[config.mk]
export PLATFORM = sky130hd
export DESIGN_NAME = core_top
export DESIGN_NICKNAME = d
export VERILOG_FILES = /design/src/hdl/core_pkg.sv /design/src/hdl/alu.sv /design/src/hdl/core_top.sv /design/src/hdl/decoder.sv /design/src/hdl/pc_unit.sv /design/src/hdl/reg_file.sv
export VERILOG_INCLUDE_DIRS = /design/src /design/src/hdl
export SDC_FILE = /design/constraint.sdc
export NUM_CORES = 2
export LEC_CHECK = 0
export ABC_AREA = 1
export BUFFER_PORTS_ARGS = -buffer_cell sky130_fd_sc_hd__buf_2
export CAP_MARGIN = 10
export CORE_MARGIN = 3
export CORE_UTILIZATION = 40
export DETAILED_ROUTE_END_ITERATION = 10
export HOLD_SLACK_MARGIN = 0.02
export MAX_ROUTING_LAYER = met4
export PLACE_DENSITY = 0.58
export REMOVE_ABC_BUFFERS = 1
export SYNTH_ARGS = -nofsm -noshare
export SYNTH_HDL_FRONTEND = slang
export SYNTH_SLANG_ARGS = --single-unit
[constraint.sdc]
create_clock -name clk -period 6.9 [get_ports clk]
set_input_delay 0.69 -clock clk [delete_from_list [all_inputs] [get_ports clk]]
set_output_delay 0.69 -clock clk [all_outputs]
set_load 0.01 [all_outputs]
[src/hdl/core_settings.svh]
`ifndef CORE_SETTINGS_SVH
`define CORE_SETTINGS_SVH

// data and address width
`define CORE_XLEN 32

// integer register file
`define CORE_NREG 32
`define CORE_REG_AW 5

// first fetch after reset
`define CORE_RESET_PC 32'h0000_0000

// fetching from here stops the core
`define CORE_HALT_PC 32'h0000_0100

`endif

[src/hdl/core_pkg.sv]
package core_pkg;

    // major opcodes
    localparam logic [6:0] OPC_LOAD   = 7'b0000011;
    localparam logic [6:0] OPC_STORE  = 7'b0100011;
    localparam logic [6:0] OPC_OP     = 7'b0110011;
    localparam logic [6:0] OPC_OP_IMM = 7'b0010011;
    localparam logic [6:0] OPC_BRANCH = 7'b1100011;
    localparam logic [6:0] OPC_JAL    = 7'b1101111;
    localparam logic [6:0] OPC_JALR   = 7'b1100111;
    localparam logic [6:0] OPC_LUI    = 7'b0110111;
    localparam logic [6:0] OPC_AUIPC  = 7'b0010111;

    // funct3, alu group
    localparam logic [2:0] F3_ADD_SUB = 3'b000;
    localparam logic [2:0] F3_SLL     = 3'b001;
    localparam logic [2:0] F3_SLT     = 3'b010;
    localparam logic [2:0] F3_SLTU    = 3'b011;
    localparam logic [2:0] F3_XOR     = 3'b100;
    localparam logic [2:0] F3_SRL_SRA = 3'b101;
    localparam logic [2:0] F3_OR      = 3'b110;
    localparam logic [2:0] F3_AND     = 3'b111;

    // funct3, branch group
    localparam logic [2:0] F3_BEQ  = 3'b000;
    localparam logic [2:0] F3_BNE  = 3'b001;
    localparam logic [2:0] F3_BLT  = 3'b100;
    localparam logic [2:0] F3_BGE  = 3'b101;
    localparam logic [2:0] F3_BLTU = 3'b110;
    localparam logic [2:0] F3_BGEU = 3'b111;

    localparam logic [2:0] F3_LW   = 3'b010;
    localparam logic [2:0] F3_SW   = 3'b010;
    localparam logic [2:0] F3_JALR = 3'b000;

    localparam logic [6:0] F7_BASE = 7'b0000000;
    localparam logic [6:0] F7_ALT  = 7'b0100000; // sub / sra

    typedef enum logic [4:0] {
        ALU_ADD, ALU_SUB, ALU_AND, ALU_OR, ALU_XOR,
        ALU_SLL, ALU_SRL, ALU_SRA, ALU_SLT, ALU_SLTU,
        ALU_JALR,
        ALU_BEQ, ALU_BNE, ALU_BLT, ALU_BGE, ALU_BLTU, ALU_BGEU
    } alu_op_e;

    typedef enum logic [1:0] {OP1_RS1, OP1_PC, OP1_ZERO} op1_sel_e;
    typedef enum logic {OP2_RS2, OP2_IMM} op2_sel_e;
    typedef enum logic [1:0] {WB_ALU, WB_MEM, WB_PC4} wb_sel_e;

    // instruction formats, msb first
    typedef struct packed {
        logic [6:0] funct7;
        logic [4:0] rs2;
        logic [4:0] rs1;
        logic [2:0] funct3;
        logic [4:0] rd;
        logic [6:0] opcode;
    } inst_r_t;

    typedef struct packed {
        logic [11:0] imm_11_0;
        logic [4:0]  rs1;
        logic [2:0]  funct3;
        logic [4:0]  rd;
        logic [6:0]  opcode;
    } inst_i_t;

    typedef struct packed {
        logic [6:0] imm_11_5;
        logic [4:0] rs2;
        logic [4:0] rs1;
        logic [2:0] funct3;
        logic [4:0] imm_4_0;
        logic [6:0] opcode;
    } inst_s_t;

    typedef struct packed {
        logic       imm_12;
        logic [5:0] imm_10_5;
        logic [4:0] rs2;
        logic [4:0] rs1;
        logic [2:0] funct3;
        logic [3:0] imm_4_1;
        logic       imm_11;
        logic [6:0] opcode;
    } inst_b_t;

    typedef struct packed {
        logic [19:0] imm_31_12;
        logic [4:0]  rd;
        logic [6:0]  opcode;
    } inst_u_t;

    typedef struct packed {
        logic       imm_20;
        logic [9:0] imm_10_1;
        logic       imm_11;
        logic [7:0] imm_19_12;
        logic [4:0] rd;
        logic [6:0] opcode;
    } inst_j_t;

    typedef union packed {
        inst_r_t r;
        inst_i_t i;
        inst_s_t s;
        inst_b_t b;
        inst_u_t u;
        inst_j_t j;
    } inst_u;

endpackage

[src/hdl/alu.sv]
`timescale 1ns/1ps
`include "core_settings.svh"

module alu (
    input  core_pkg::alu_op_e     op_i,
    input  logic [`CORE_XLEN-1:0] a_i,
    input  logic [`CORE_XLEN-1:0] b_i,
    output logic [`CORE_XLEN-1:0] result_o,
    output logic                  br_taken_o
);

    logic [`CORE_XLEN-1:0] sum;
    logic [4:0]            shamt;
    logic                  lt_s;
    logic                  lt_u;
    logic                  eq;

    assign sum   = a_i + b_i;
    assign shamt = b_i[4:0];
    assign lt_s  = $signed(a_i) < $signed(b_i);
    assign lt_u  = a_i < b_i;
    assign eq    = a_i == b_i;

    always_comb begin
        result_o   = '0;
        br_taken_o = 1'b0;
        case (op_i)
            core_pkg::ALU_ADD:  result_o = sum;
            core_pkg::ALU_SUB:  result_o = a_i - b_i;
            core_pkg::ALU_AND:  result_o = a_i & b_i;
            core_pkg::ALU_OR:   result_o = a_i | b_i;
            core_pkg::ALU_XOR:  result_o = a_i ^ b_i;
            core_pkg::ALU_SLL:  result_o = a_i << shamt;
            core_pkg::ALU_SRL:  result_o = a_i >> shamt;
            core_pkg::ALU_SRA:  result_o = $unsigned($signed(a_i) >>> shamt);
            core_pkg::ALU_SLT:  result_o = {{(`CORE_XLEN-1){1'b0}}, lt_s};
            core_pkg::ALU_SLTU: result_o = {{(`CORE_XLEN-1){1'b0}}, lt_u};
            core_pkg::ALU_JALR: result_o = {sum[`CORE_XLEN-1:1], 1'b0}; // lsb cleared
            // branch compares only raise the flag
            core_pkg::ALU_BEQ:  br_taken_o = eq;
            core_pkg::ALU_BNE:  br_taken_o = !eq;
            core_pkg::ALU_BLT:  br_taken_o = lt_s;
            core_pkg::ALU_BGE:  br_taken_o = !lt_s;
            core_pkg::ALU_BLTU: br_taken_o = lt_u;
            core_pkg::ALU_BGEU: br_taken_o = !lt_u;
            default: ;
        endcase
    end

endmodule

[src/hdl/core_top.sv]
`timescale 1ns/1ps
`include "core_settings.svh"

module core_top (
    input  logic                  clk,
    input  logic                  rst_n,
    output logic [`CORE_XLEN-1:0] imem_addr_o,
    input  logic [`CORE_XLEN-1:0] imem_rdata_i,
    output logic [`CORE_XLEN-1:0] dmem_addr_o,
    output logic [`CORE_XLEN-1:0] dmem_wdata_o,
    output logic                  dmem_wen_o,
    input  logic [`CORE_XLEN-1:0] dmem_rdata_i,
    output logic                  exit_o
);

    core_pkg::alu_op_e       alu_op;
    core_pkg::op1_sel_e      op1_sel;
    core_pkg::op2_sel_e      op2_sel;
    core_pkg::wb_sel_e       wb_sel;
    logic [`CORE_XLEN-1:0]   imm;
    logic [`CORE_REG_AW-1:0] rs1;
    logic [`CORE_REG_AW-1:0] rs2;
    logic [`CORE_REG_AW-1:0] rd;
    logic                    rf_wen;
    logic                    mem_wen;
    logic                    is_branch;
    logic                    is_jump;
    logic [`CORE_XLEN-1:0]   rs1_data;
    logic [`CORE_XLEN-1:0]   rs2_data;
    logic [`CORE_XLEN-1:0]   op1;
    logic [`CORE_XLEN-1:0]   op2;
    logic [`CORE_XLEN-1:0]   alu_result;
    logic                    br_taken;
    logic [`CORE_XLEN-1:0]   wb_data;
    logic [`CORE_XLEN-1:0]   pc;
    logic [`CORE_XLEN-1:0]   pc_plus4;
    logic                    halted;
    logic                    run;

    assign run = !halted; // no side effects once halted

    decoder u_decoder (
        .inst_i      (imem_rdata_i),
        .alu_op_o    (alu_op),
        .op1_sel_o   (op1_sel),
        .op2_sel_o   (op2_sel),
        .imm_o       (imm),
        .rs1_o       (rs1),
        .rs2_o       (rs2),
        .rd_o        (rd),
        .rf_wen_o    (rf_wen),
        .mem_wen_o   (mem_wen),
        .is_branch_o (is_branch),
        .is_jump_o   (is_jump),
        .wb_sel_o    (wb_sel)
    );

    reg_file u_reg_file (
        .clk      (clk),
        .rst_n    (rst_n),
        .we_i     (rf_wen && run),
        .waddr_i  (rd),
        .raddr1_i (rs1),
        .raddr2_i (rs2),
        .wdata_i  (wb_data),
        .rdata1_o (rs1_data),
        .rdata2_o (rs2_data)
    );

    always_comb begin
        case (op1_sel)
            core_pkg::OP1_RS1: op1 = rs1_data;
            core_pkg::OP1_PC:  op1 = pc;
            default:           op1 = '0; // lui
        endcase
    end

    assign op2 = (op2_sel == core_pkg::OP2_IMM) ? imm : rs2_data;

    alu u_alu (
        .op_i       (alu_op),
        .a_i        (op1),
        .b_i        (op2),
        .result_o   (alu_result),
        .br_taken_o (br_taken)
    );

    always_comb begin
        case (wb_sel)
            core_pkg::WB_MEM: wb_data = dmem_rdata_i;
            core_pkg::WB_PC4: wb_data = pc_plus4; // jal/jalr link
            default:          wb_data = alu_result;
        endcase
    end

    pc_unit u_pc_unit (
        .clk           (clk),
        .rst_n         (rst_n),
        .br_taken_i    (br_taken && is_branch),
        .is_jump_i     (is_jump),
        .imm_i         (imm),
        .jump_target_i (alu_result),
        .pc_o          (pc),
        .pc_plus4_o    (pc_plus4),
        .halted_o      (halted)
    );

    assign imem_addr_o  = pc;
    assign dmem_addr_o  = alu_result;
    assign dmem_wdata_o = rs2_data;
    assign dmem_wen_o   = mem_wen && run;
    assign exit_o       = halted;

endmodule

[src/hdl/decoder.sv]
`timescale 1ns/1ps
`include "core_settings.svh"

module decoder (
    input  logic [`CORE_XLEN-1:0]   inst_i,
    output core_pkg::alu_op_e       alu_op_o,
    output core_pkg::op1_sel_e      op1_sel_o,
    output core_pkg::op2_sel_e      op2_sel_o,
    output logic [`CORE_XLEN-1:0]   imm_o,
    output logic [`CORE_REG_AW-1:0] rs1_o,
    output logic [`CORE_REG_AW-1:0] rs2_o,
    output logic [`CORE_REG_AW-1:0] rd_o,
    output logic                    rf_wen_o,
    output logic                    mem_wen_o,
    output logic                    is_branch_o,
    output logic                    is_jump_o,
    output core_pkg::wb_sel_e       wb_sel_o
);

    core_pkg::inst_u inst;
    logic [2:0]      f3;
    logic            f7_base;
    logic            f7_alt;

    assign inst    = inst_i;
    assign f3      = inst.r.funct3;
    assign f7_base = inst.r.funct7 == core_pkg::F7_BASE;
    assign f7_alt  = inst.r.funct7 == core_pkg::F7_ALT;

    assign rs1_o = inst.r.rs1;
    assign rs2_o = inst.r.rs2;
    assign rd_o  = inst.r.rd;

    // shared by op and op-imm
    function automatic core_pkg::alu_op_e alu_fn(input logic [2:0] fn3, input logic alt);
        case (fn3)
            core_pkg::F3_ADD_SUB: return alt ? core_pkg::ALU_SUB : core_pkg::ALU_ADD;
            core_pkg::F3_SLL:     return core_pkg::ALU_SLL;
            core_pkg::F3_SLT:     return core_pkg::ALU_SLT;
            core_pkg::F3_SLTU:    return core_pkg::ALU_SLTU;
            core_pkg::F3_XOR:     return core_pkg::ALU_XOR;
            core_pkg::F3_SRL_SRA: return alt ? core_pkg::ALU_SRA : core_pkg::ALU_SRL;
            core_pkg::F3_OR:      return core_pkg::ALU_OR;
            default:              return core_pkg::ALU_AND;
        endcase
    endfunction

    // immediate of the format the opcode implies
    always_comb begin
        case (inst.r.opcode)
            core_pkg::OPC_LOAD, core_pkg::OPC_OP_IMM, core_pkg::OPC_JALR:
                imm_o = {{(`CORE_XLEN-12){inst.i.imm_11_0[11]}}, inst.i.imm_11_0};
            core_pkg::OPC_STORE:
                imm_o = {{(`CORE_XLEN-12){inst.s.imm_11_5[6]}}, inst.s.imm_11_5, inst.s.imm_4_0};
            core_pkg::OPC_BRANCH:
                imm_o = {{(`CORE_XLEN-12){inst.b.imm_12}}, inst.b.imm_11,
                         inst.b.imm_10_5, inst.b.imm_4_1, 1'b0};
            core_pkg::OPC_LUI, core_pkg::OPC_AUIPC:
                imm_o = {inst.u.imm_31_12, 12'b0};
            core_pkg::OPC_JAL:
                imm_o = {{(`CORE_XLEN-20){inst.j.imm_20}}, inst.j.imm_19_12,
                         inst.j.imm_11, inst.j.imm_10_1, 1'b0};
            default:
                imm_o = '0;
        endcase
    end

    always_comb begin
        alu_op_o    = core_pkg::ALU_ADD;
        op1_sel_o   = core_pkg::OP1_RS1;
        op2_sel_o   = core_pkg::OP2_RS2;
        wb_sel_o    = core_pkg::WB_ALU;
        rf_wen_o    = 1'b0;
        mem_wen_o   = 1'b0;
        is_branch_o = 1'b0;
        is_jump_o   = 1'b0;
        case (inst.r.opcode)
            core_pkg::OPC_LOAD: begin
                op2_sel_o = core_pkg::OP2_IMM;
                wb_sel_o  = core_pkg::WB_MEM;
                rf_wen_o  = f3 == core_pkg::F3_LW;
            end
            core_pkg::OPC_STORE: begin
                op2_sel_o = core_pkg::OP2_IMM;
                mem_wen_o = f3 == core_pkg::F3_SW;
            end
            core_pkg::OPC_OP: begin
                alu_op_o = alu_fn(f3, f7_alt);
                rf_wen_o = f7_base || (f7_alt && (f3 == core_pkg::F3_ADD_SUB ||
                                                  f3 == core_pkg::F3_SRL_SRA));
            end
            core_pkg::OPC_OP_IMM: begin
                op2_sel_o = core_pkg::OP2_IMM;
                alu_op_o  = alu_fn(f3, f7_alt && f3 == core_pkg::F3_SRL_SRA);
                if (f3 == core_pkg::F3_SLL)
                    rf_wen_o = f7_base;
                else if (f3 == core_pkg::F3_SRL_SRA)
                    rf_wen_o = f7_base || f7_alt;
                else
                    rf_wen_o = 1'b1;
            end
            core_pkg::OPC_BRANCH: begin
                is_branch_o = 1'b1;
                case (f3)
                    core_pkg::F3_BEQ:  alu_op_o = core_pkg::ALU_BEQ;
                    core_pkg::F3_BNE:  alu_op_o = core_pkg::ALU_BNE;
                    core_pkg::F3_BLT:  alu_op_o = core_pkg::ALU_BLT;
                    core_pkg::F3_BGE:  alu_op_o = core_pkg::ALU_BGE;
                    core_pkg::F3_BLTU: alu_op_o = core_pkg::ALU_BLTU;
                    core_pkg::F3_BGEU: alu_op_o = core_pkg::ALU_BGEU;
                    default:           is_branch_o = 1'b0; // 010/011 reserved
                endcase
            end
            core_pkg::OPC_JAL: begin
                op1_sel_o = core_pkg::OP1_PC;
                op2_sel_o = core_pkg::OP2_IMM;
                wb_sel_o  = core_pkg::WB_PC4;
                rf_wen_o  = 1'b1;
                is_jump_o = 1'b1;
            end
            core_pkg::OPC_JALR: begin
                alu_op_o  = core_pkg::ALU_JALR;
                op2_sel_o = core_pkg::OP2_IMM;
                wb_sel_o  = core_pkg::WB_PC4;
                rf_wen_o  = f3 == core_pkg::F3_JALR;
                is_jump_o = f3 == core_pkg::F3_JALR;
            end
            core_pkg::OPC_LUI: begin
                op1_sel_o = core_pkg::OP1_ZERO;
                op2_sel_o = core_pkg::OP2_IMM;
                rf_wen_o  = 1'b1;
            end
            core_pkg::OPC_AUIPC: begin
                op1_sel_o = core_pkg::OP1_PC;
                op2_sel_o = core_pkg::OP2_IMM;
                rf_wen_o  = 1'b1;
            end
            default: ; // unknown, falls through as a nop
        endcase
    end

endmodule

[src/hdl/pc_unit.sv]
`timescale 1ns/1ps
`include "core_settings.svh"

module pc_unit (
    input  logic                  clk,
    input  logic                  rst_n,
    input  logic                  br_taken_i,
    input  logic                  is_jump_i,
    input  logic [`CORE_XLEN-1:0] imm_i,
    input  logic [`CORE_XLEN-1:0] jump_target_i,
    output logic [`CORE_XLEN-1:0] pc_o,
    output logic [`CORE_XLEN-1:0] pc_plus4_o,
    output logic                  halted_o
);

    logic [`CORE_XLEN-1:0] pc_q;
    logic [`CORE_XLEN-1:0] pc_next;

    assign pc_plus4_o = pc_q + `CORE_XLEN'd4;

    always_comb begin
        if (br_taken_i)
            pc_next = pc_q + imm_i; // branch offset is pc relative
        else if (is_jump_i)
            pc_next = jump_target_i;
        else
            pc_next = pc_plus4_o;
    end

    assign halted_o = pc_q == `CORE_HALT_PC;

    always_ff @(posedge clk) begin
        if (!rst_n) begin
            pc_q <= `CORE_RESET_PC;
        end else if (!halted_o) begin
            pc_q <= pc_next;
        end
    end

    assign pc_o = pc_q;

endmodule

[src/hdl/reg_file.sv]
`timescale 1ns/1ps
`include "core_settings.svh"

module reg_file (
    input  logic                    clk,
    input  logic                    rst_n,
    input  logic                    we_i,
    input  logic [`CORE_REG_AW-1:0] waddr_i,
    input  logic [`CORE_REG_AW-1:0] raddr1_i,
    input  logic [`CORE_REG_AW-1:0] raddr2_i,
    input  logic [`CORE_XLEN-1:0]   wdata_i,
    output logic [`CORE_XLEN-1:0]   rdata1_o,
    output logic [`CORE_XLEN-1:0]   rdata2_o
);

    logic [`CORE_XLEN-1:0] regs [`CORE_NREG];

    always_ff @(posedge clk) begin
        if (!rst_n) begin
            for (int i = 0; i < `CORE_NREG; i++) begin
                regs[i] <= '0;
            end
        end else if (we_i && waddr_i != '0) begin // x0 never written
            regs[waddr_i] <= wdata_i;
        end
    end

    // combinational read, new value seen by the next instruction
    assign rdata1_o = (raddr1_i == '0) ? '0 : regs[raddr1_i];
    assign rdata2_o = (raddr2_i == '0) ? '0 : regs[raddr2_i];

endmodule

==> impl_table.tex <==
\begin{tabular}{lr}
\hline
Metric & Value \\
\hline
\multicolumn{2}{l}{\textbf{Clocking}} \\
H-tree level count & 3 \\
Clock buffers created by TritonCTS & 120 \\
Clock transition at the register clock pins on the worst setup and hold paths after CTS & about 0.060 ns \\
TritonCTS sink count & 1056 \\
CTS tree & yes \\
Largest buffer count on any clock path & 3 \\
Insertion delay to the later sink of the worst-skew pair & between 0.8 and 0.9 ns \\
Clock root buffer & sky130\_fd\_sc\_hd\_\_clkbuf\_16 \\
\multicolumn{2}{l}{\textbf{Place}} \\
Port Buf Inserts & roughly 160 \\
Instance area after placement & around 80000 sq um \\
Detailed placement HPWL & 271000 um \\
GP Congestion & 1.07 \\
\multicolumn{2}{l}{\textbf{Die}} \\
Horizontal die dimension & $\sim$430 um \\
Placeable core area & 177000 sq um \\
Chip height & 428 um \\
Area of the die & 183000 sq um \\
Number of placement rows & between 150 and 200 \\
Io pins & approximately 160 \\
Initial Utilization & around two fifths \\
\multicolumn{2}{l}{\textbf{Timing}} \\
Period utilization & approximately 99\% \\
Fin Clk Skew & approximately 0.12 ns \\
Achievable frequency & around 0.15 GHz \\
Headroom to the max-slew limit & between 20 and 30\% \\
Unrepaired setup endpoints after global routing & false \\
Worst hold slack & approximately 0.59 ns \\
Actual transition at the worst max-transition pin & 1.05 ns \\
Number of failing setup endpoints in the final timing report & 0 \\
Pins Over Slew Limit & 0 \\
Final min period & approximately 6.8 ns \\
Count of endpoints failing hold in the final timing report & 0 \\
\multicolumn{2}{l}{\textbf{Power and ir drop}} \\
Power after layout & approximately 22000 uW \\
Leakage power & 0.0356 uW \\
Maximum VDD drop & between 200 and 300 uV \\
Power per cell area & around 260 nW/um\^{}2 \\
\multicolumn{2}{l}{\textbf{Yosys}} \\
EDFF count, synth & just over 1000 \\
Number of warnings reported in the yosys synthesis log & 0 \\
Main synth FF type & sky130\_fd\_sc\_hd\_\_edfxtp\_1 \\
Top cells by area in the synthesized netlist & sky130\_fd\_sc\_hd\_\_edfxtp\_1 43\%, sky130\_fd\_sc\_hd\_\_nand2\_1 11\%, sky130\_fd\_sc\_hd\_\_nor2\_1 10\%, sky130\_fd\_sc\_hd\_\_nand3\_1 7.4\%, sky130\_fd\_sc\_hd\_\_o21ai\_0 6.1\% \\
Portion of synthesized cell area occupied by the leading cell type & a little over two fifths \\
Fraction of the yosys area taken by sequential cells & between 40\% and 50\% \\
Number of instances in the synthesized netlist & approximately 9600 \\
Largest area contributor in the synthesized netlist & sky130\_fd\_sc\_hd\_\_edfxtp\_1 \\
\#FFs+latches synth & around 1100 \\
Count of unique library cells instantiated by Yosys & 66 \\
Average footprint of a synthesized cell & around 7.4 sq um \\
Share of flip-flops with an asynchronous set or reset & 0\% \\
Summed instance area of the synthesized netlist & just over 70000 sq um \\
\multicolumn{2}{l}{\textbf{GRT}} \\
Number of antenna violations at the first check in global routing & 22 \\
Via count of the first global-routing pass & slightly above 70000 \\
Pin count of the biggest net entering global routing & slightly above 70 \\
Total Routing Usage GR & a little over two fifths \\
Global-route wire length before repair & 533000 um \\
Remaining Overflow, GRT & 0 \\
\multicolumn{2}{l}{\textbf{Detailed routing}} \\
Routed length per instance & approximately 31 um \\
Total via count in the routed design & around 76000 \\
DRC violation count after routing & 0 \\
Final routed wirelength across all metal layers & $\sim$380000 um \\
Length of the first detailed-routing pass in iterations & 8 \\
Antenna Nets Post-Route & 0 \\
Vias per cell & $\sim$6.0 \\
Number of violations reported at the end of detailed-routing iteration 0 & between 10000 and 15000 \\
\multicolumn{2}{l}{\textbf{Run status}} \\
Run status & finished clean \\
\multicolumn{2}{l}{\textbf{Min path}} \\
Hold/Removal Path Class & input pin to flop \\
\multicolumn{2}{l}{\textbf{Critical path}} \\
Critical path class & input pin to output port \\
Maximum net fanout on the critical path & 8 \\
Kind of start point of the critical path & input pin \\
Data arrival time of the critical path & around 6.1 ns \\
CP Data Required Time & just over 6 ns \\
Worst setup EP type & output port \\
\multicolumn{2}{l}{\textbf{Cells and area}} \\
Post-layout net count & 10283 \\
Final cell area excluding filler cells & 84400 sq um \\
Layout overhead on the synthesized area & 18.3\% \\
Share of cells above drive strength 1 & 14.2\% \\
Final core utilization & around 48\% \\
Number of filler instances in the final layout & 17459 \\
\multicolumn{2}{l}{\textbf{Job}} \\
Maxcap violations & 0 \\
\hline
\end{tabular}
[power by group]
part	switching [uW]	leakage [uW]	internal [uW]
Combinational	5750	0.0230	2500
Sequential	123	0.0108	7250
Clock	2900	0.00191	3680
[metrics by stage]
stage / TNS [ns] / setup WS, ns / instances
after global routing: 0 / 0.00332 / 12526
after CTS: 0 / 0.0134 / 12508
after detailed placement: -24.18 / -0.259 / 12291
final: 0 / 0.0733 / 12530
after global placement: -21.90 / -0.337 / 12291
after floorplan: -2237.31 / -2.46 / 8924
[critical path: stages]
cell and delay, ns:
sky130_fd_sc_hd__buf_2 0.11, sky130_fd_sc_hd__inv_1 0.19, sky130_fd_sc_hd__nand4_2 0.37, sky130_fd_sc_hd__nand3_2 0.19
sky130_fd_sc_hd__buf_4 0.20, sky130_fd_sc_hd__o21ai_0 0.14, sky130_fd_sc_hd__buf_4 0.19, sky130_fd_sc_hd__o21ai_0 0.25
sky130_fd_sc_hd__o21ai_0 0.60, sky130_fd_sc_hd__buf_4 0.24, sky130_fd_sc_hd__buf_4 0.11, sky130_fd_sc_hd__inv_1 0.05
sky130_fd_sc_hd__ha_1 0.23, sky130_fd_sc_hd__a21oi_1 0.35, sky130_fd_sc_hd__o21ai_0 0.18, sky130_fd_sc_hd__a21oi_1 0.22
sky130_fd_sc_hd__nand3_1 0.24, sky130_fd_sc_hd__a21oi_1 0.19, sky130_fd_sc_hd__buf_4 0.14, sky130_fd_sc_hd__xor2_1 0.27
sky130_fd_sc_hd__nor2_1 0.07, sky130_fd_sc_hd__nor2_1 0.10, sky130_fd_sc_hd__o211ai_1 0.11, sky130_fd_sc_hd__buf_4 0.19
sky130_fd_sc_hd__a21oi_1 0.12, sky130_fd_sc_hd__nand2_1 0.17, sky130_fd_sc_hd__buf_2 0.19
[state kept, by name, summed over array words and instances, names as in the netlist]
signal           count
u_reg_file.regs   1024
u_pc_unit.pc_o      32
[worst paths after layout]
| kind | startpoint | to | slack [ns] | cells after the start |
|---|---|---|---|---|
| worst min register to register | u_pc_unit.pc_o[3] | u_pc_unit.pc_o[3] | 0.76 | 3 |
| worst max-delay path | imem_rdata_i[5] | dmem_addr_o[22] | 0.07 | 27 |
| worst min-delay path | dmem_rdata_i[24] | u_reg_file.regs[9][24] | 0.59 | 6 |
| worst max register to register | u_reg_file.regs[26][12] | u_reg_file.regs[7][22] | 0.94 | 30 |
[timing repair]
action	in CTS	in global routing
setup endpoints to repair	6	17
buffers inserted	0	2
gates resized for setup	5	45
pin swaps	1	8
hold buffers	0	0
gates cloned	0	1
[Yosys cell counts (64+ instances only)]
cell	number
sky130_fd_sc_hd__nand2_1	2030
sky130_fd_sc_hd__nor2_1	1964
sky130_fd_sc_hd__nand3_1	1058
sky130_fd_sc_hd__edfxtp_1	1024
sky130_fd_sc_hd__o21ai_0	872
sky130_fd_sc_hd__inv_1	600
sky130_fd_sc_hd__a21oi_1	426
sky130_fd_sc_hd__clkbuf_1	336
sky130_fd_sc_hd__buf_2	246
sky130_fd_sc_hd__ha_1	137
sky130_fd_sc_hd__o221ai_1	117
sky130_fd_sc_hd__o211ai_1	115
sky130_fd_sc_hd__buf_4	79
sky130_fd_sc_hd__xor2_1	64
[layout make-up]
cell class | count | area (sq um) | area share [%]
Antenna cell | 18 | 45.0 | 0.0534
Clock buffer | 139 | 3070 | 3.64
Clock inverter | 78 | 866 | 1.03
Inverter | 643 | 2460 | 2.91
Multi-Input combinational cell | 7225 | 34500 | 40.8
Sequential cell | 1056 | 31400 | 37.2
Tap cell | 2340 | 2930 | 3.47
Timing Repair Buffer | 1031 | 9170 | 10.9
[kinds of logic after synthesis]
family | count (synthesis) | share of synthesized area (%)
and+or+nand+nor | 5265 | 30.5
adders and majority gates | 140 | 2.49
buffers and inverters | 1380 | 8.45
DFF | 1056 | 44.0
AOI/OAI and AO/OA | 1719 | 13.7
xor gates and xnor gates | 69 | 0.847
other | 1 | 0.00526
[layer usage]
metal	GRT usage [%]	share of wire [%]	vias up
li1	-	-	33225
met1	52.1	38	36191
met2	61.5	43	5263
met3	9.60	12	1059
met4	25.0	7.3	0
met5	-	0	-
[cells in the final DEF, fill, tap and decap left out, types with 33 or more instances in the layout]
cell type,n
sky130_fd_sc_hd__nand2_1,1980
sky130_fd_sc_hd__nor2_1,1959
sky130_fd_sc_hd__nand3_1,1053
sky130_fd_sc_hd__edfxtp_1,1024
sky130_fd_sc_hd__o21ai_0,865
sky130_fd_sc_hd__buf_4,727
sky130_fd_sc_hd__inv_1,596
sky130_fd_sc_hd__a21oi_1,424
sky130_fd_sc_hd__buf_2,155
sky130_fd_sc_hd__ha_1,135
sky130_fd_sc_hd__buf_12,135
sky130_fd_sc_hd__clkbuf_16,121
sky130_fd_sc_hd__o221ai_1,116
sky130_fd_sc_hd__o211ai_1,115
sky130_fd_sc_hd__xor2_1,64
sky130_fd_sc_hd__nand2_2,61
sky130_fd_sc_hd__nor3_1,45
sky130_fd_sc_hd__inv_2,38
sky130_fd_sc_hd__o21ai_1,38
sky130_fd_sc_hd__o22ai_1,34
sky130_fd_sc_hd__nor2_2,33
(Power assumes the default switching activity.)
